### src/pitch_game_pkg.sv
package pitch_game_pkg;

    // ------------------------------------------------------------------------
    // Widths
    // ------------------------------------------------------------------------

    localparam int mic_width    = 24;
    localparam int period_width = 20;
    localparam int note_width   = 12;
    localparam int index_width  = 6;
    localparam int song_length  = 62;

    // Window factors in percent
    localparam int tolerance_high = 103;
    localparam int tolerance_low  = 97;

    // ------------------------------------------------------------------------
    // Notes, one-hot with C in the top bit
    // ------------------------------------------------------------------------

    typedef logic [note_width - 1:0] note_t;

    localparam note_t no_note  = 12'b0000_0000_0000;
    localparam note_t note_c   = 12'b1000_0000_0000;
    localparam note_t note_cs  = 12'b0100_0000_0000;
    localparam note_t note_d   = 12'b0010_0000_0000;
    localparam note_t note_ds  = 12'b0001_0000_0000;
    localparam note_t note_e   = 12'b0000_1000_0000;
    localparam note_t note_f   = 12'b0000_0100_0000;
    localparam note_t note_fs  = 12'b0000_0010_0000;
    localparam note_t note_g   = 12'b0000_0001_0000;
    localparam note_t note_gs  = 12'b0000_0000_1000;
    localparam note_t note_a   = 12'b0000_0000_0100;
    localparam note_t note_as  = 12'b0000_0000_0010;
    localparam note_t note_b   = 12'b0000_0000_0001;

    // Frequency x 100, entry 0 is C
    localparam logic [18:0] note_freq_100 [note_width] = '{
        19'd26163, 19'd27718, 19'd29366, 19'd31113, 19'd32963, 19'd34923,
        19'd36999, 19'd39200, 19'd41530, 19'd44000, 19'd46616, 19'd49388
    };

    // ------------------------------------------------------------------------
    // Seven-segment patterns, abcdefgh
    // ------------------------------------------------------------------------

    typedef logic [7:0] seg_t;

    localparam seg_t seg_no_note = 8'b0000_0010;

    function automatic seg_t note_to_seg(input note_t note);
        case (note)
            note_c:  return 8'b1001_1100;
            note_cs: return 8'b1001_1101;
            note_d:  return 8'b0111_1010;
            note_ds: return 8'b0111_1011;
            note_e:  return 8'b1001_1110;
            note_f:  return 8'b1000_1110;
            note_fs: return 8'b1000_1111;
            note_g:  return 8'b1011_1100;
            note_gs: return 8'b1011_1101;
            note_a:  return 8'b1110_1110;
            note_as: return 8'b1110_1111;
            note_b:  return 8'b0011_1110;
            default: return seg_no_note;
        endcase
    endfunction

    // ------------------------------------------------------------------------
    // Game
    // ------------------------------------------------------------------------

    typedef enum logic [1:0] {
        idle    = 2'd0,
        playing = 2'd1,
        win     = 2'd2,
        fail    = 2'd3
    } game_state_t;

    typedef struct packed {
        game_state_t              state;
        logic [index_width - 1:0] index;
    } game_status_t;

    // The song, in singing order
    localparam note_t song_notes [song_length] = '{
        note_e, note_g, note_d, note_c, note_d, note_e, note_g, note_d,
        note_e, note_g, note_d, note_c, note_g, note_f, note_e, note_d,
        note_e, note_g, note_d, note_c, note_d, note_e, note_g, note_d,
        note_e, note_g, note_d, note_c, note_g,
        note_g, note_f, note_e, note_f, note_e, note_c,
        note_f, note_e, note_d, note_e, note_d, note_a,
        note_g, note_f, note_e, note_f, note_e, note_c, note_f, note_c,
        note_e, note_g, note_d, note_c, note_d, note_e, note_g, note_d,
        note_e, note_g, note_d, note_c, note_g
    };

endpackage

### src/zero_cross_period.sv
`timescale 1ns/10ps

module zero_cross_period (
    input  logic                                      clk,
    input  logic                                      rst,
    input  logic [pitch_game_pkg::mic_width - 1:0]    mic,
    output logic [pitch_game_pkg::period_width - 1:0] period
);

    localparam int sign_bit = pitch_game_pkg::mic_width - 1;

    logic                                      prev_sign;
    logic [pitch_game_pkg::period_width - 1:0] count;
    logic                                      rising;

    // Negative to non-negative between two samples
    assign rising = prev_sign && !mic[sign_bit];

    always_ff @(posedge clk or posedge rst) begin
        if (rst) begin
            prev_sign <= 1'b0;
            count     <= '0;
            period    <= '0;
        end else begin
            prev_sign <= mic[sign_bit];
            if (rising) begin
                period <= count;
                count  <= '0;
            end else if (!(&count)) begin
                // Silence or very low tones park the count at full scale
                count <= count + 1'b1;
            end
        end
    end

    // An unknown sign bit would fake crossings
    sign_known: assert property (
        @(posedge clk) disable iff (rst)
        !$isunknown(mic[sign_bit])
    ) else $error("zero_cross_period: sign bit of mic is unknown");

endmodule

### src/note_classifier.sv
`timescale 1ns/10ps

module note_classifier #(
    parameter int clk_mhz = 50
) (
    input  logic [pitch_game_pkg::period_width - 1:0] period,
    output pitch_game_pkg::note_t                     note
);

    localparam longint clk_hz = longint'(clk_mhz) * 1000000;

    // ------------------------------------------------------------------------
    // Period windows, three octaves per note
    // ------------------------------------------------------------------------

    for (genvar n = 0; n < pitch_game_pkg::note_width; n++) begin : g_note

        logic [2:0] in_window;

        for (genvar m = 0; m < 3; m++) begin : g_octave
            // Multiplier 1, 2 or 4 on the base frequency
            localparam longint divisor =
                longint'(pitch_game_pkg::note_freq_100[n]) << m;

            // Cycles per period x percent, scaled down by the x100 frequency
            localparam longint low_bound =
                clk_hz * pitch_game_pkg::tolerance_low / divisor;
            localparam longint high_bound =
                clk_hz * pitch_game_pkg::tolerance_high / divisor;

            assign in_window[m] = (period > low_bound) && (period < high_bound);
        end

        // Entry 0 is C, which sits in the top bit
        assign note[pitch_game_pkg::note_width - 1 - n] = |in_window;
    end

    // Windows of neighbouring notes must not claim the same period
    note_one_hot: assert final ($onehot0(note))
        else $error("note_classifier: period %0d hits several notes (%b)", period, note);

endmodule

### src/note_stabilizer.sv
`timescale 1ns/10ps

module note_stabilizer #(
    parameter int stability_width = 20
) (
    input  logic                  clk,
    input  logic                  rst,
    input  pitch_game_pkg::note_t note,
    output pitch_game_pkg::note_t held_note,
    output logic                  new_note
);

    pitch_game_pkg::note_t        prev_note;
    logic [stability_width - 1:0] count;
    logic                         stable;

    // A full run of identical samples
    assign stable = &count;

    always_ff @(posedge clk or posedge rst) begin
        if (rst) begin
            prev_note <= pitch_game_pkg::no_note;
            count     <= '0;
        end else begin
            prev_note <= note;
            if (note == prev_note) begin
                count <= count + 1'b1;
            end else begin
                count <= '0;
            end
        end
    end

    // ------------------------------------------------------------------------
    // Held note and change strobe
    // ------------------------------------------------------------------------

    always_ff @(posedge clk or posedge rst) begin
        if (rst) begin
            held_note <= pitch_game_pkg::no_note;
            new_note  <= 1'b0;
        end else begin
            new_note <= 1'b0;
            if (stable) begin
                held_note <= prev_note;
                // Only a change to a sounding note counts as a new one
                new_note  <= (prev_note != held_note) &&
                             (prev_note != pitch_game_pkg::no_note);
            end
        end
    end

    // Overlapping windows could hand over several notes at once
    strobe_has_note: assert property (
        @(posedge clk) disable iff (rst)
        new_note |-> $onehot(held_note)
    ) else $error("note_stabilizer: strobe without a single sounding note");

endmodule

### src/song_tracker.sv
`timescale 1ns/10ps

module song_tracker (
    input  logic                         clk,
    input  logic                         rst,
    input  logic                         key,
    input  pitch_game_pkg::note_t        held_note,
    input  logic                         new_note,
    output pitch_game_pkg::game_status_t status
);

    localparam logic [pitch_game_pkg::index_width - 1:0] last_index =
        pitch_game_pkg::index_width'(pitch_game_pkg::song_length - 1);
    localparam logic [pitch_game_pkg::index_width - 1:0] index_step =
        pitch_game_pkg::index_width'(1);

    logic prev_key;
    logic press;

    // ------------------------------------------------------------------------
    // Key press detection
    // ------------------------------------------------------------------------

    always_ff @(posedge clk or posedge rst) begin
        if (rst) begin
            prev_key <= 1'b0;
            press    <= 1'b0;
        end else begin
            prev_key <= key;
            press    <= key && !prev_key;
        end
    end

    // ------------------------------------------------------------------------
    // Game FSM
    // ------------------------------------------------------------------------

    always_ff @(posedge clk or posedge rst) begin
        if (rst) begin
            status.state <= pitch_game_pkg::idle;
            status.index <= '0;
        end else begin
            case (status.state)
                pitch_game_pkg::idle: begin
                    if (press) begin
                        status.index <= '0;
                        status.state <= pitch_game_pkg::playing;
                    end
                end

                pitch_game_pkg::playing: begin
                    // Abandon keeps the position for display
                    if (press) begin
                        status.state <= pitch_game_pkg::idle;
                    end else if (new_note) begin
                        if (held_note == pitch_game_pkg::song_notes[status.index]) begin
                            if (status.index == last_index) begin
                                status.state <= pitch_game_pkg::win;
                            end else begin
                                status.index <= status.index + index_step;
                            end
                        end else begin
                            status.state <= pitch_game_pkg::fail;
                        end
                    end
                end

                pitch_game_pkg::fail: begin
                    status.index <= '0;
                    if (press) begin
                        status.state <= pitch_game_pkg::idle;
                    end
                end

                pitch_game_pkg::win: begin
                    if (press) begin
                        status.state <= pitch_game_pkg::idle;
                    end
                end

                default: begin
                    status.state <= pitch_game_pkg::idle;
                end
            endcase
        end
    end

    // The song table lookup depends on this
    index_in_song: assert property (
        @(posedge clk) disable iff (rst)
        status.index < pitch_game_pkg::song_length
    ) else $error("song_tracker: index %0d past end of song", status.index);

endmodule

### src/status_display.sv
`timescale 1ns/10ps

module status_display (
    input  logic                         clk,
    input  logic                         rst,
    input  pitch_game_pkg::note_t        held_note,
    input  pitch_game_pkg::game_status_t status,
    output logic [7:0]                   led,
    output pitch_game_pkg::seg_t         abcdefgh
);

    pitch_game_pkg::seg_t seg_next;

    // ------------------------------------------------------------------------
    // Seven-segment digit
    // ------------------------------------------------------------------------

    //   --a--
    //  |     |
    //  f     b
    //   --g--
    //  e     c
    //   --d--  h

    // Non one-hot codes fall through to the dash
    assign seg_next = pitch_game_pkg::note_to_seg(held_note);

    always_ff @(posedge clk or posedge rst) begin
        if (rst) begin
            abcdefgh <= '0;
        end else begin
            abcdefgh <= seg_next;
        end
    end

    // ------------------------------------------------------------------------
    // LEDs
    // ------------------------------------------------------------------------

    // State on the top two LEDs, song position below
    always_ff @(posedge clk or posedge rst) begin
        if (rst) begin
            led <= '0;
        end else begin
            led <= {status.state, status.index};
        end
    end

endmodule

### src/pitch_game_top.sv
`timescale 1ns/10ps

module pitch_game_top #(
    parameter int clk_mhz         = 50,
    parameter int stability_width = 20
) (
    input  logic                                   clk,
    input  logic                                   rst,
    input  logic                                   key,
    input  logic [pitch_game_pkg::mic_width - 1:0] mic,
    output logic [7:0]                             led,
    output pitch_game_pkg::seg_t                   abcdefgh
);

    logic [pitch_game_pkg::period_width - 1:0] period;
    pitch_game_pkg::note_t                     note;
    pitch_game_pkg::note_t                     held_note;
    logic                                      new_note;
    pitch_game_pkg::game_status_t              status;

    zero_cross_period u_zero_cross_period (
        .clk    (clk),
        .rst    (rst),
        .mic    (mic),
        .period (period)
    );

    note_classifier #(
        .clk_mhz (clk_mhz)
    ) u_note_classifier (
        .period (period),
        .note   (note)
    );

    note_stabilizer #(
        .stability_width (stability_width)
    ) u_note_stabilizer (
        .clk       (clk),
        .rst       (rst),
        .note      (note),
        .held_note (held_note),
        .new_note  (new_note)
    );

    song_tracker u_song_tracker (
        .clk       (clk),
        .rst       (rst),
        .key       (key),
        .held_note (held_note),
        .new_note  (new_note),
        .status    (status)
    );

    status_display u_status_display (
        .clk       (clk),
        .rst       (rst),
        .held_note (held_note),
        .status    (status),
        .led       (led),
        .abcdefgh  (abcdefgh)
    );

endmodule

### config.mk
export PLATFORM = sky130hd
export DESIGN_NAME = pitch_game_top
export DESIGN_NICKNAME = d
export VERILOG_FILES = /design/src/pitch_game_pkg.sv /design/src/zero_cross_period.sv /design/src/note_classifier.sv /design/src/note_stabilizer.sv /design/src/song_tracker.sv /design/src/status_display.sv /design/src/pitch_game_top.sv
export SDC_FILE = /design/constraint.sdc
export NUM_CORES = 1
export LEC_CHECK = 0
export BUFFER_PORTS_ARGS = -buffer_cell sky130_fd_sc_hd__buf_4
export CAP_MARGIN = 25
export CORE_MARGIN = 2
export CORE_UTILIZATION = 30
export DETAILED_ROUTE_END_ITERATION = 12
export PLACE_DENSITY = 0.43
export SYNTH_ARGS = -nofsm -noshare
export SYNTH_HDL_FRONTEND = slang
export SYNTH_SLANG_ARGS = --single-unit
### constraint.sdc
create_clock -name clk -period 9 [get_ports clk]
set_input_delay 1.35 -clock clk [delete_from_list [all_inputs] [get_ports clk]]
set_output_delay 1.35 -clock clk [all_outputs]
set_load 0.1 [all_outputs]
Word level (Yosys, flattened, before mapping)

Memories as Yosys holds them, arrays and structs flattened.
Index checks and enable logic that the tools add are counted.

Add/subtract/negate cells: 3
$lt $le $gt $ge: 73
Eq/ne operators: 28
Muxes and demuxes: 18
Bitwise logic cells: 1
Reductions and logical operators: 61

Operator list:

| kind                                                         | count |
|---|---|
| > comparator 20 x 16 -> 1 bit, second input constant         | 12 |
| > comparator 20 x 17 -> 1 bit, second input constant         | 12 |
| less-than comparator 20 x 16 -> 1 bit, second input constant | 12 |
| less-than comparator 20 x 17 -> 1 bit, second input constant | 12 |
| less-than comparator 20 x 18 -> 1 bit, second input constant | 8 |
| > comparator 20 x 18 -> 1 bit, second input constant         | 7 |
| > comparator 20 x 15 -> 1 bit, second input constant         | 5 |
| one-hot mux 8 bit (12 select lines)                          | 1 |
| less-than comparator 20 x 15 -> 1 bit, second input constant | 4 |
| two-way mux 20 bit                                           | 3 |
| adder 20 x 1 -> 20 bit, second input constant                | 2 |
| AND reduction 20 bit                                         | 2 |
| logical AND 1 bit                                            | 39 |
| OR reduction 3 bit                                           | 12 |
| equality test 12 bit                                         | 2 |
| two-way mux 12 bit                                           | 2 |
| two-way mux 6 bit                                            | 3 |
| one-hot mux 6 bit (3 select lines)                           | 1 |
| two-way mux 8 bit                                            | 2 |
| equality test 12 x 1 -> 1 bit, second input constant         | 1 |
| equality test 12 x 10 -> 1 bit, second input constant        | 1 |
| equality test 12 x 11 -> 1 bit, second input constant        | 1 |
| equality test 12 bit, second input constant                  | 1 |
| equality test 12 x 2 -> 1 bit, second input constant         | 1 |
| other kinds (28)                                             | 38 |

Bits in registers: 112
Memory bits (read-only): 768
Input bits: 27
Output and inout port bits: 16
Logic and storage cells: 198
Memories: 1

Memory list:

| name            | words | bits a word | rd ports | clocked after memory_dff | wr ports | line               | source |
|---|---|---|---|---|---|---|---|
| (no name shown) | 64    | 12          | 1        | 0                        | 0        | song_tracker.sv:56 | `if (held_note == pitch_game_pkg::song_notes[status.index]) begin` |

Logic depth before layout (Yosys ltp)

Gate-level depths: netlist (run 1).

Word-level depth: 9
Mapped depth: 12
Mapped depth without buffers: 10

Cells and area by module

From an unflattened synthesis (run 1), not the netlist that was laid out.

Cell total of the unflattened synthesis: 1112
Area total of the unflattened synthesis: 9118.7 µm²

Modules (own cells, without submodules):

| module            | times used | cells an instance | area an instance (µm²) | sequential area each (µm²) |
|---|---|---|---|---|
| note_classifier   | 1          | 505               | 3093.0                 | 0.0 |
| note_stabilizer   | 1          | 179               | 2129.5                 | 1126.1 |
| zero_cross_period | 1          | 221               | 2026.9                 | 1026.0 |
| song_tracker      | 1          | 130               | 1088.5                 | 250.2 |
| status_display    | 1          | 77                | 780.7                  | 400.4 |

Worst setup path before layout (run 1)

OpenSTA, ideal clock, no wires.

Kind: register -> register
Start point: reg u_zero_cross_period.period[9] (netlist name)
End point: reg u_note_stabilizer.count[1]
Data arrival time: 3030 ps
Required time: 8904 ps
Setup slack: 5875 ps
Stages on the path, launching flop included: 11
Clock period less this slack: 3125 ps
Path through: dfrtp_1 -> buf_6 -> or4_4 -> or4_4 -> or4_4 -> o311ai_4 -> a31oi_1 -> nor4_1 -> nand4_1 -> buf_6 -> nor4b_2

Word-level cells in the longest chain between the ends: 5

RTL lines:

| item                                                  | line                    | source |
|---|---|---|
| from (decl)                                           | zero_cross_period.sv:7  | `output logic [pitch_game_pkg::period_width - 1:0] period` |
| from (signal assigned)                                | zero_cross_period.sv:27 | `period <= count;` |
| > comparator 20 x 17 -> 1 bit (tied with other cells) | note_classifier.sv:31   | `assign in_window[m] = (period > low_bound) && (period < high_bound);` |
| logical AND 1 bit                                     | note_classifier.sv:31   |  |
| OR reduction 3 bit                                    | note_classifier.sv:35   | `assign note[pitch_game_pkg::note_width - 1 - n] = \|in_window;` |
| equality test 12 bit (*)                              | note_stabilizer.sv:26   | `if (note == prev_note) begin` |
| two-way mux 20 bit (*)                                | note_stabilizer.sv:26   |  |
| to (signal assigned)                                  | note_stabilizer.sv:27   | `count <= count + 1'b1;` |
| to (decl)                                             | note_stabilizer.sv:14   | `logic [stability_width - 1:0] count;` |

Every way passes the cells marked *; elsewhere a longest branch is shown, timed or not.
A chain may end at the register's enable or synchronous reset.

Worst setup path after layout (run 1)

Start point: reg u_zero_cross_period.period[5] (netlist name)
End point: reg u_note_stabilizer.count[9]

The elaborated chain is that of the path after synthesis.

==> results of run 1 <==
==> power groups by stage <==
stage,registers (mW),logic (mW),clock network [mW]
floorplan,0.571,0.182,0
global placement,0.583,0.264,0
detailed placement,0.584,0.257,0
CTS,0.574,0.258,0.429
global route,0.579,0.288,0.452
finish,0.574,0.268,0.410
==> worst paths after layout <==
check	slack, ns	end	from
worst max-delay path	5.14	u_note_stabilizer.count[9]	u_zero_cross_period.period[5]
worst min-delay path	0.39	u_song_tracker.press	u_song_tracker.prev_key
worst max register to register	5.14	u_note_stabilizer.count[9]	u_zero_cross_period.period[5]
worst min register to register	0.39	u_song_tracker.press	u_song_tracker.prev_key
max in group asynchronous	7.39	u_note_stabilizer.count[19]	rst
min in group asynchronous	0.87	u_zero_cross_period.prev_sign	rst
==> per-stage QoR <==
step / hold slack [ns] / util / setup slack, ns
final: 0.3948 / 0.3336 / 5.142
after floorplan: 0.3519 / - / 4.691
after global routing: 0.4165 / 0.3336 / 4.785
after global placement: 0.3872 / 0.3222 / 5.171
after detailed placement: 0.3877 / 0.3222 / 5.184
after CTS: 0.3992 / 0.3326 / 5.183
==> cells by family after synthesis <==
| group | count (synthesis) | synth area share |
|---|---|---|
| XOR/XNOR | 66 | 0.06531 |
| AO/OA/AOI/OAI | 241 | 0.1879 |
| adder cells (fa/ha/maj) | 7 | 0.009895 |
| buffers and inverters | 127 | 0.05683 |
| AND/OR/NAND/NOR | 494 | 0.3270 |
| flip-flops | 112 | 0.3167 |
| multiplexers | 28 | 0.03647 |
==> layout make-up <==
| cell class | count | area share |
|---|---|---|
| Clock buffer | 9 | 0.02340 |
| Multi-Input combinational cell | 836 | 0.5790 |
| Sequential cell | 112 | 0.2912 |
| Inverter | 23 | 0.009229 |
| Tap cell | 384 | 0.04992 |
| Clock inverter | 7 | 0.007799 |
| Timing Repair Buffer | 48 | 0.03952 |
==> flip-flops by register name, summed over array words and instances, names as in the netlist <==
register                       flops
u_status_display.abcdefgh          8
u_note_stabilizer.prev_note       12
u_song_tracker.status              8
u_zero_cross_period.count         20
u_zero_cross_period.prev_sign      1
u_song_tracker.prev_key            1
u_song_tracker.press               1
u_note_stabilizer.count           20
u_zero_cross_period.period        20
u_status_display.led               8
u_note_stabilizer.new_note         1
u_note_stabilizer.held_note       12
==> routing by layer <==
metal	routed length, um	global-route usage	vias to the layer above
met5	0	0	-
met4	1969	0.1178	0
met3	3067	0.04199	145
met2	14190	0.3228	536
met1	13840	0.2909	4252
li1	-	-	3938
==> cell usage in the layout (no fill, tap or decap), drive strengths merged, types with 8 or more instances in the layout <==
cell type	netlist	final
o211ai	12	12
o21ai	63	63
and2	14	14
nor4b	8	8
nand2b	13	13
or4	20	20
a211o	8	8
mux2	24	24
or2	8	8
or3	8	8
nor3	45	45
a211oi	13	13
and3	18	18
nor4bb	8	8
nand2	79	79
xor2	26	26
dfrtp	112	112
xnor2	40	40
nand4	28	28
inv	23	25
clkbuf	93	9
a31oi	20	20
a2111oi	9	9
a21oi	38	38
nor4	47	47
nor2	81	81
nor2b	21	21
buf	11	48
nand3	58	58
o41ai	8	8
and4	10	10
==> critical path: cells and delay by family, from the launching register on <==
kind | cells | cell delay (ns)
compound gates | 1 | 0.14
simple gates | 7 | 2.37
flops | 1 | 0.64
buf+inv | 2 | 0.60
==> flow_results.org, run 1 <==
** Clock tree
- Count of cells resized by post-cts repair :: 0
- H-Tree Level Count :: 3
- Buffers inserted during clock tree synthesis total 9.
- Maximum buffer depth of the clock tree :: 2
- Clock insertion delay at the later pin of the skew report :: between 0.3 and 0.4 ns
- CTS placed an instance of clkbuf_16 at the clock tree root.
- Clock tree synthesis found a total of 112 sinks.
- After clock tree synthesis, the clock-pin slew on the worst setup and hold paths is 0.09 ns.
- Clock tree from TritonCTS :: yes
- Number of buffers inserted for hold repair after clock tree synthesis :: 0
- Post-CTS Setup Repair Bufs :: 0

** Power
- Total design power :: 1.253 mW
- Dividing total power by cell area gives a power density of 130.1 mW/mm2.
- Power share of the sequential group :: 0.458
- Internal power comes to 0.8075 mW.
- Part of the power in combinational logic :: 0.214
- Switching power :: 0.4453 mW
- For this design the static power due to leakage is 3.689 nW.
- IR analysis of the VDD net gives a maximum drop of around 96 uV.
- Clk pwr share :: 0.327
- Of the total power, the share spent switching nets is 0.3554.

** Setup path
- The slowest stage of the critical path belongs to the cell or4_1.
- STA classifies the critical path startpoint as a flop.
- Crit path arrival time :: 4.12 ns
- Type of the worst setup path :: flop to flop
- CP Data Required Time :: 9.27 ns
- Ordered list of cells on the worst path :: buf_4 -> or4_1 -> nor2_1 -> a311oi_1 -> or4_1 -> and4_1 -> nor4_1 -> nand4_1 -> buf_4 -> nor4_2
- Highest fanout seen on the critical path :: 20
- Worst reg-to-reg path cell count :: 10
- In this design, the stage delay of the slowest critical-path cell is about 0.71 ns.
- Endpoint kind of the worst setup timing path :: flop

** Layout
- Fill count :: 3113
- The multi-input combinational cells in the finished layout cover a total of 0.005573 mm2.
- Share of layout cells above drive strength 1 :: 0.1246
- With fillers left out, the area of the finished cells amounts to between 0.009 and 0.01 mm2.
- FF+latch area :: 0.002803 mm2
- The finished layout holds 1419 standard cells, fillers aside.
- Area added between synthesis and finish :: 8.750%
- Net total in the final layout :: 1064
- Total inserted antenna cells :: 0

** Synth
- Syn_nets :: 1109
- The largest total area in the synthesized netlist belongs to dfrtp_1.
- Number of distinct library cells after synthesis :: 83
- Fraction of post-synthesis cell area in the top cell type by area :: 0.3167
- During synthesis, Yosys emitted a total of 0 warnings.
- Commonest register cell after synthesis :: dfrtp_1
- Cells taking the most area after synthesis :: dfrtp_1 32%, xnor2_1 4.0%, clkbuf_1 3.9%
- Synthesized netlist cell count :: roughly 1100
- By count the netlist is led by 112 x dfrtp_1, 93 x clkbuf_1, 81 x nor2_1, 79 x nand2_1, 61 x o21ai_0.
- #FFs+latches synth :: 112
- Post-synth ARST share :: 1.000
- Library cell with the highest instance count after synthesis :: dfrtp_1
- Cell area after technology mapping :: 0.008851 mm2
- Sequential element share of the synthesized area :: 0.3167
- Mean area per synthesized cell :: slightly above 8 um2
- EDFF count, synth :: 0

** Placement
- After detailed placement, the design holds a cell count of 1402.
- Placed inst area :: 0.009298 mm2
- Placer's final routability congestion estimate :: 1.011
- Detailed-placement wirelength estimate :: 22630 um
- Port Buffers :: 19

** Timing
- Highest clock rate :: 259.2 MHz
- Setup repair after global routing left no endpoint under its margin.
- Final hold violation count :: 0
- Fraction of the cycle the final worst path needs :: 0.4286
- Final sum of negative setup slack :: 0 ns
- Count of final setup violators :: 0
- Final Max Tran Viols :: 0
- The routed design could run at a clock period as short as 3.858 ns.
- Setup clock skew after layout :: 0.01619 ns
- Least-Margin Pin Slew :: 1.126 ns
- Worst rel slew slack :: 0.2391

** Global routing
- Congestion Overflow GR :: 0
- Global-route usage over all layers :: 0.2153
- Number of antenna violations at the first check in global routing :: 0
- The first global-routing pass estimated 51810 um of wire.
- Maximum number of pins on one net before global-route repair :: 73
- The number of global-route vias before repair came to roughly 8400.

** Floorplanning
- The die is around 180 um wide.
- For this configuration, the core starts out at a cell density of 0.3067.
- Top-level port count :: 43
- Full die area :: between 0.03 and 0.04 mm2
- Chip height :: 175.8 um
- Core area :: 0.02886 mm2
- Number of core rows :: 62

** Run
- Across the run, the number of max-cap violations was 0.

** Drt
- For this block, the initial DRC count from the detailed router was between 1000 and 1500.
- Summed over all layers, the routed wires come to approximately 33000 um.
- The pre-antenna-repair detailed-routing pass consisted of 6 iterations.
- Detailed routing inserted a total of 8871 vias.
- After detailed routing, the number of remaining DRC violations is 0.
- Dividing the detail-routed wire length by the instance count gives 23.31 um.
- Dividing the detail-routed via count by the number of cells gives 6.252.
- Antenna viol nets, final :: 0

** Outcome
- Result of the run :: complete, no violations

** Worst hold path
- The min-delay analysis places its worst path in the category flop to flop.
- Number of cells traversed by the worst hold path :: 1
No activity file was read; power rests on OpenSTA's default activity.
==> run 2, diff against run 1 <==
clock period = 4.05 ns   (was 9 ns; I/O delays follow)
==> run 2 against run 1 <==
Compared with the run above: worst hold slack got worse by 0.21 ns; sequential share of layout area down 1.1 points; critical path depth is 1 lower; clock skew grew 0.00074 ns; fmax is 7.4% higher; largest power group unchanged; largest cell class unchanged; clock power up 130%; critical path type unchanged; first-iteration DRC count rose by 2.5%; total power grew 130%.
==> flow_results.org, run 2 (synthesis results as in run 1) <==
** Drt
- Remaining design rule violation count :: 0 (unchanged)
- Total wire length :: 35400 um (+7.0%)
- Initial DRC Count :: 1173 (+2.5%)
- Wire length per cell after detailed routing :: 24.21 um (+3.9%)
- Via count :: 9092 (+2.5%)
- Vias per cell :: 6.219 (-0.52%)
- Antenna viol nets, final :: 0 (unchanged)
- The total iterations of the first detailed-routing run is 5 (-1).

** Global routing
- The met1 global-route usage is 0.3099 (+0.01898).
- Congestion Overflow GR :: 0 (unchanged)
- The number of global-route vias before repair was 8783 (+4.4%).
- The fraction of met2 tracks used by global routing was 0.3438 (+0.02100).
- The number of antenna violations at the first check in global routing is 0 (unchanged).
- GRT met3 Usage :: 0.04264 (+0.0006494)
- The wire length of the first global-routing pass came to 54590 um (+5.4%).
- The layer flagged by global routing as most heavily used is met2.
- Global-route usage over all layers :: 0.2297 (+0.01435)
- Maximum number of pins on one net before global-route repair :: 73 (unchanged)

** Power
- Worst supply voltage drop on vdd :: 198.7 uV (+110%)
- Total power divided by cell area :: 288.6 mW/mm2 (+120%)
- Power share of the sequential group :: 0.454 (-0.004)
- The switching power was 0.9998 mW (+120%).
- Clk pwr share :: 0.328 (about the same)
- Part of the power in combinational logic :: 0.218 (+0.004)
- Net switching fraction of the power :: 0.3459 (-0.009526)
- Internal :: 1.891 mW (+130%)
- Total leakage power :: 3.921 nW (+6.3%)

** Setup path
- Worst reg-to-reg path cell count :: 9 (-1)
- Flop-to-flop setup slack :: 0.46 ns (-4.68 ns)
- Crit path arrival time :: 3.85 ns (-0.27 ns)
- Critical Path Source :: u_zero_cross_period.period[0]
- By startpoint and endpoint, the worst setup path is classified as flop to flop.
- Delay of the slowest cell on the worst path :: 0.63 ns (-0.08 ns)
- Kind of start point of the critical path :: flop
- On the critical path, the stage with the largest delay is an instance of or4_1.
- In this run the critical register-to-register path is launched from u_zero_cross_period.period[0].
- CP Data Required Time :: 4.31 ns (-4.96 ns)
- The largest fanout on the critical path is 20 (unchanged).
- Endpoint kind of the worst setup timing path :: flop
- Ordered list of cells on the worst path :: or4_1 -> or4_1 -> nor4_1 -> a211oi_1 -> o31a_1 -> a211oi_1 -> nand4_1 -> buf_12 -> nor4b_2
- In this run the critical register-to-register path is captured at u_note_stabilizer.count[1].

** Timing
- Final hold violation count :: 0 (unchanged)
- Clock period minus final worst setup slack :: 3.591 ns (-0.2668 ns)
- The timing-limited maximum frequency came to 278.5 MHz (+7.4%).
- The count of pins over their slew limit came to 0 (unchanged).
- The minimum hold slack is 0.1879 ns (-0.2069 ns).
- Fraction of the cycle the final worst path needs :: 0.8866 (+0.4580)
- The post-route clock skew is 0.01693 ns (+0.0007364 ns).
- The worst-case setup margin in the final layout came to 0.4592 ns (-4.683 ns).
- Final sum of negative setup slack :: 0 ns (unchanged)
- Setup repair after global routing left no endpoint under its margin.
- The normalized max-slew margin is 0.3848 (+0.1457).
- Count of final setup violators :: 0 (unchanged)
- Least-Margin Pin Slew :: 0.9209 ns (-0.2052 ns)

** Outcome
- The run finished with clean final reports.

** Clock tree
- The number of gates resized after cts is 0 (unchanged).
- Number of buffers inserted for hold repair after clock tree synthesis :: 0 (unchanged)
- Clock insertion delay at the later pin of the skew report :: 0.37 ns (about the same)
- Maximum buffer depth of the clock tree :: 2 (unchanged)
- The tree is rooted in a clkbuf_16.
- TritonCTS built the clock tree.
- Post-CTS Setup Repair Bufs :: 0 (unchanged)
- Worst-path clk slew :: 0.08 ns (about the same)
- The number of clock sinks seen by CTS came to 112 (unchanged).
- Number of CTS-inserted buffers :: 9 (unchanged)
- H-Tree Level Count :: 3 (unchanged)

** Layout
- Leaving out fill and tap cells, the most frequent cell in the layout is dfrtp_1.
- The ratio of cells with drive above 1 in the final layout is 0.1578 (+0.03321).
- The post-layout net count came to 1106 (+3.9%).
- Area added between synthesis and finish :: 13.13%
- Post-Route Utilization :: 0.3470 (+0.01344)
- The largest registers in the layout are u_note_stabilizer.count (20), u_zero_cross_period.count (20), u_zero_cross_period.period (20).
- In the layout the commonest cells are 112 x dfrtp_1, 84 x buf_4, 81 x nor2_1.
- The number of fillers in the final layout was 3075 (-1.2%).

** Floorplanning
- The horizontal extent of the die came to 175.8 um (unchanged).
- The number of I/O pins was 43 (unchanged).
- The die outline area came to 0.03089 mm2 (unchanged).
- The initial core utilization came to 0.3067 (unchanged).
- The area of the core region is 0.02886 mm2 (unchanged).
- The site row count came to 62 (unchanged).
- Chip height :: 175.8 um (unchanged)

** Placement
- Placer's final routability congestion estimate :: 0.9858 (-2.5%)
- The count of input and output buffers was 19 (unchanged).
- Minimum setup slack after placement :: 0.4816 ns (-4.703 ns)
- The final HPWL from detailed placement came to 25840 um (+14%).

** Run
- Max-cap check violation count :: 0 (unchanged)

** Worst hold path
- In this run the worst hold path is classified as primary input to async pin.
## run 2: metal layers
layer / share of wire / wire, um / vias up
li1: - / - / 4030
met1: 0.42 / 14930 / 4387
met2: 0.43 / 15270 / 538
met3: 0.086 / 3047 / 137
met4: 0.061 / 2151 / 0
met5: 0 / 0 / -
## run 2: metrics by stage
stage,cell area (um2),total power [mW],std cells
after floorplan,8851,1.674,1075
after global placement,9669,1.951,1444
after detailed placement,9669,1.937,1444
after CTS,9983,2.916,1460
after global routing,10010,3.029,1461
final,10010,2.890,1462
## run 2: power by group through the flow
stage	sequential [mW]	combinational, mW	clock [mW]
global placement	1.33	0.624	0
floorplan	1.27	0.405	0
detailed placement	1.33	0.607	0
CTS	1.31	0.611	0.999
global route	1.32	0.673	1.04
finish	1.31	0.631	0.949
## run 2: worst max-delay path, delay by kind of cell (launching register included)
kind	cells	cell delay (ns)
buffers and inverters	1	0.22
AND/OR/NAND/NOR	5	1.91
AO/OA/AOI/OAI	3	0.79
flip-flops	1	0.56
## run 2: worst max path at each step
stage,end,cells after the start
after floorplan,u_note_stabilizer.count[0],1
after global placement,u_note_stabilizer.count[2],9
after detailed placement,u_note_stabilizer.count[10],9
after CTS,u_note_stabilizer.count[5],9
after global routing,u_note_stabilizer.count[7],9
final,u_note_stabilizer.count[1],9
## run 2: area by class of cell
cell class	count	area [um2]	share of cell area
multi-input combinational	836	5567	0.5559
sequential	112	2803	0.2799
timing repair buffer	90	758.2	0.07572
tap	384	480.5	0.04798
clock buffer	9	225.2	0.02249
clock inverter	7	88.84	0.008872
inverter	23	88.84	0.008872
antenna	1	2.502	0.0002499
==> run 3, diff against run 2 <==
==> constraint.sdc (replaced) <==
create_clock -name clk -period 4.05 [get_ports clk]
set_input_delay 0.2025 -clock clk [delete_from_list [all_inputs] [get_ports clk]]
set_output_delay 0.2025 -clock clk [all_outputs]
set_load 0.1 [all_outputs]
==> run 3 against run 2 <==
Compared with the run above: first-iteration DRC count shrank 24%; largest cell class unchanged; core utilization grew 0.13 points; clock skew shrank 0.0040 ns; clock power grew 9.6%; highest routed layer unchanged; global-route usage shrank 0.34 points; worst hold slack gained 0.22 ns; combinational power grew 4.1%; cell area grew 0.37%; fmax shrank 2.0%.
==> flow_results.org, run 3 (synthesis results as in run 1) <==
** Clock tree
- The number of clock sinks seen by CTS came to 112 (unchanged).
- Maximum buffer depth of the clock tree :: 2 (unchanged)
- Clock tree synthesis selected as its root buffer the cell clkbuf_16.
- H-Tree Level Count :: 3 (unchanged)
- The number of gates resized after cts is 0 (unchanged).
- The number of clock buffers inserted by TritonCTS came to 9 (unchanged).
- Worst-path clk slew :: 0.08 ns (about the same)
- Clock insertion delay at the later pin of the skew report :: 0.36 ns (about the same)
- Clock tree from TritonCTS :: yes

** Layout
- The library cells used most frequently in the layout, excluding fill and tap cells, are 112 x dfrtp_1, 84 x buf_4, 81 x nor2_1.
- The library cell used most frequently in the layout, excluding fill and tap cells, is dfrtp_1.
- Final cell count without fillers :: 1463 (+0.068%)
- Fill count :: 3139 (+2.1%)
- The area taken by flip-flops and latches was 0.002803 mm2 (unchanged).
- Total inserted antenna cells :: 0 (-1)
- The ratio of cells with drive above 1 in the final layout came to 0.1566 (-0.001219).
- The largest registers in the layout are u_note_stabilizer.count (20), u_zero_cross_period.count (20), u_zero_cross_period.period (20).
- Net total in the final layout :: 1108 (+0.18%)
- Compared with the post-synthesis result, the final layout area differs by 13.56%.
- The end-of-flow core utilization came to 0.3483 (+0.001301).
- The post-layout instance area is 0.01005 mm2 (+0.37%).
- The multi-input gate area in the final layout was 0.005567 mm2 (unchanged).

** Global routing
- Number of antenna violations at the first check in global routing :: 0 (unchanged)
- Grt met1 use :: 0.3052 (-0.004690)
- Maximum number of pins on one net before global-route repair :: 52 (-29%)
- Global-route usage over all layers :: 0.2263 (-0.003351)
- Most Used Layer, Global Route :: met2
- The met3 track demand over resource came to 0.04589 (+0.003247).
- Congestion Overflow GR :: 0 (unchanged)
- The fraction of met2 tracks used by global routing came to 0.3447 (+0.0008202).
- Vias in the first global route :: 8489 (-3.3%)
- The wire length of the first global-routing pass is 53690 um (-1.7%).

** Timing
- Worst rel slew slack :: 0.4252 (+0.04043)
- The summed negative setup slack over all endpoints was 0 ns (unchanged).
- Setup clock skew after layout :: 0.01290 ns (-0.004031 ns)
- The final critical delay including setup and external delays was 3.663 ns (+0.07199 ns).
- Final worst hold slack :: 0.4053 ns (+0.2174 ns)
- Final worst slack :: 0.3872 ns (-0.07199 ns)
- RSZ-0062 raised after global routing :: no
- The actual transition at the worst max-transition pin came to 0.8590 ns (-0.06187 ns).
- The count of pins over their slew limit came to 0 (unchanged).
- Count of final setup violators :: 0 (unchanged)
- Highest clock rate :: 273.0 MHz (-2.0%)
- Final hold violation count :: 0 (unchanged)
- Fraction of the cycle the final worst path needs :: 0.9044 (+0.01778)

** Setup path
- The startpoint identified for the worst register-to-register timing path is u_zero_cross_period.period[18].
- Critical register-to-register path endpoint :: u_note_stabilizer.count[19]
- The critical path is of the flop to flop type.
- STA classifies the critical path endpoint as a flop.
- Timing endpoint of the critical path :: u_note_stabilizer.count[19]
- The critical path starts at u_zero_cross_period.period[18].
- STA classifies the critical path startpoint as a flop.
- The endpoint required time on the critical path was 4.31 ns (about the same).
- The largest fanout on the critical path was 20 (unchanged).
- Crit path arrival time :: 3.92 ns (+0.07 ns)
- Worst reg-to-reg path cell count :: 10 (+1)
- The worst reg-to-reg setup slack came to 0.39 ns (-0.07 ns).

** Worst hold path
- Number of cells traversed by the worst hold path :: 0
- Path type of the worst min-delay path :: flop to flop

** Placement
- Detailed-placement wirelength estimate :: 25160 um (-2.7%)
- The count of input and output buffers was 19 (unchanged).
- The placement-stage cell area was 0.009669 mm2 (unchanged).
- Number of placed instances with taps included :: 1444 (unchanged)
- Placer's final routability congestion estimate :: 1.027 (+4.1%)
- The post-placement setup slack was 0.4079 ns (-0.07370 ns).

** Run
- The reported max-cap violation count came to 0 (unchanged).

** Floorplanning
- Full die area :: 0.03089 mm2 (unchanged)
- Starting utilization of the core area :: 0.3067 (unchanged)
- The vertical die dimension was 175.8 um (unchanged).
- The site row count is 62 (unchanged).
- The number of I/O pins came to 43 (unchanged).
- Core area :: 0.02886 mm2 (unchanged)
- The horizontal extent of the die is 175.8 um (unchanged).

** Power
- The total power of the final layout is 2.995 mW (+3.6%).
- Total leakage power :: 3.937 nW (+0.40%)
- The power density over the cells came to 298.0 mW/mm2 (+3.2%).
- The maximum vdd drop came to 223.6 uV (+13%).

** Drt
- The residual DRC count is 0 (unchanged).
- Antenna viol nets, final :: 0 (unchanged)
- The total wire length is 35120 um (-0.77%).
- The number of violations reported at the end of detailed-routing iteration 0 was 897 (-24%).
- The ratio of routed vias to standard cells is 6.141 (-1.2%).
- The routed wirelength normalized by instance count is 24.01 um (-0.84%).
- The via count of the routed design is 8985 (-1.2%).
- The total iterations of the first detailed-routing run is 5 (unchanged).

** Outcome
- Result of the run :: complete, no violations
## run 3: how the worst min path moves through the flow
stage | from | to | slack, ns
floorplan | key | u_song_tracker.prev_key | 0.23
CTS | u_song_tracker.prev_key | u_song_tracker.press | 0.41
global route | u_song_tracker.prev_key | u_song_tracker.press | 0.42
finish | u_song_tracker.status[7] | u_status_display.led[7] | 0.41
global placement | key | u_song_tracker.prev_key | 0.32
detailed placement | key | u_song_tracker.prev_key | 0.32
## run 3: power by group
part / switching, mW / total, mW / internal (mW)
clock network: 0.465 / 1.04 / 0.578
registers: 0.111 / 1.29 / 1.18
logic: 0.438 / 0.657 / 0.219
total: 1.01 / 2.99 / 1.98
## run 3: cell type report
class / instances / area share
clock buffers: 10 / 0.02378
clock inverters: 6 / 0.01120
inverters: 23 / 0.008839
multi-input cells: 836 / 0.5538
flip-flops and latches: 112 / 0.2788
well taps: 384 / 0.04780
repair buffers: 92 / 0.07569
## run 3: timing repair
action                                 in CTS  in global routing
hold buffers                                3                  0
buffers inserted                            0                  0
endpoints found under the hold margin      51                  0
## run 3: worst max-delay path: stages (launching register included)
cell and delay, ns:
dfrtp_1 0.53, or4_1 0.70, or4_1 0.48, nor4_1 0.33, a211oi_1 0.10, buf_4 0.17
o31a_1 0.27, a211oi_1 0.29, nand4_1 0.13, buf_4 0.26, nor4_2 0.31
## run 3: layer usage
layer	up-vias	wire [um]
met1	4331	15060
li1	4029	-
met3	120	3029
met5	-	0
met2	505	15300
met4	0	1729
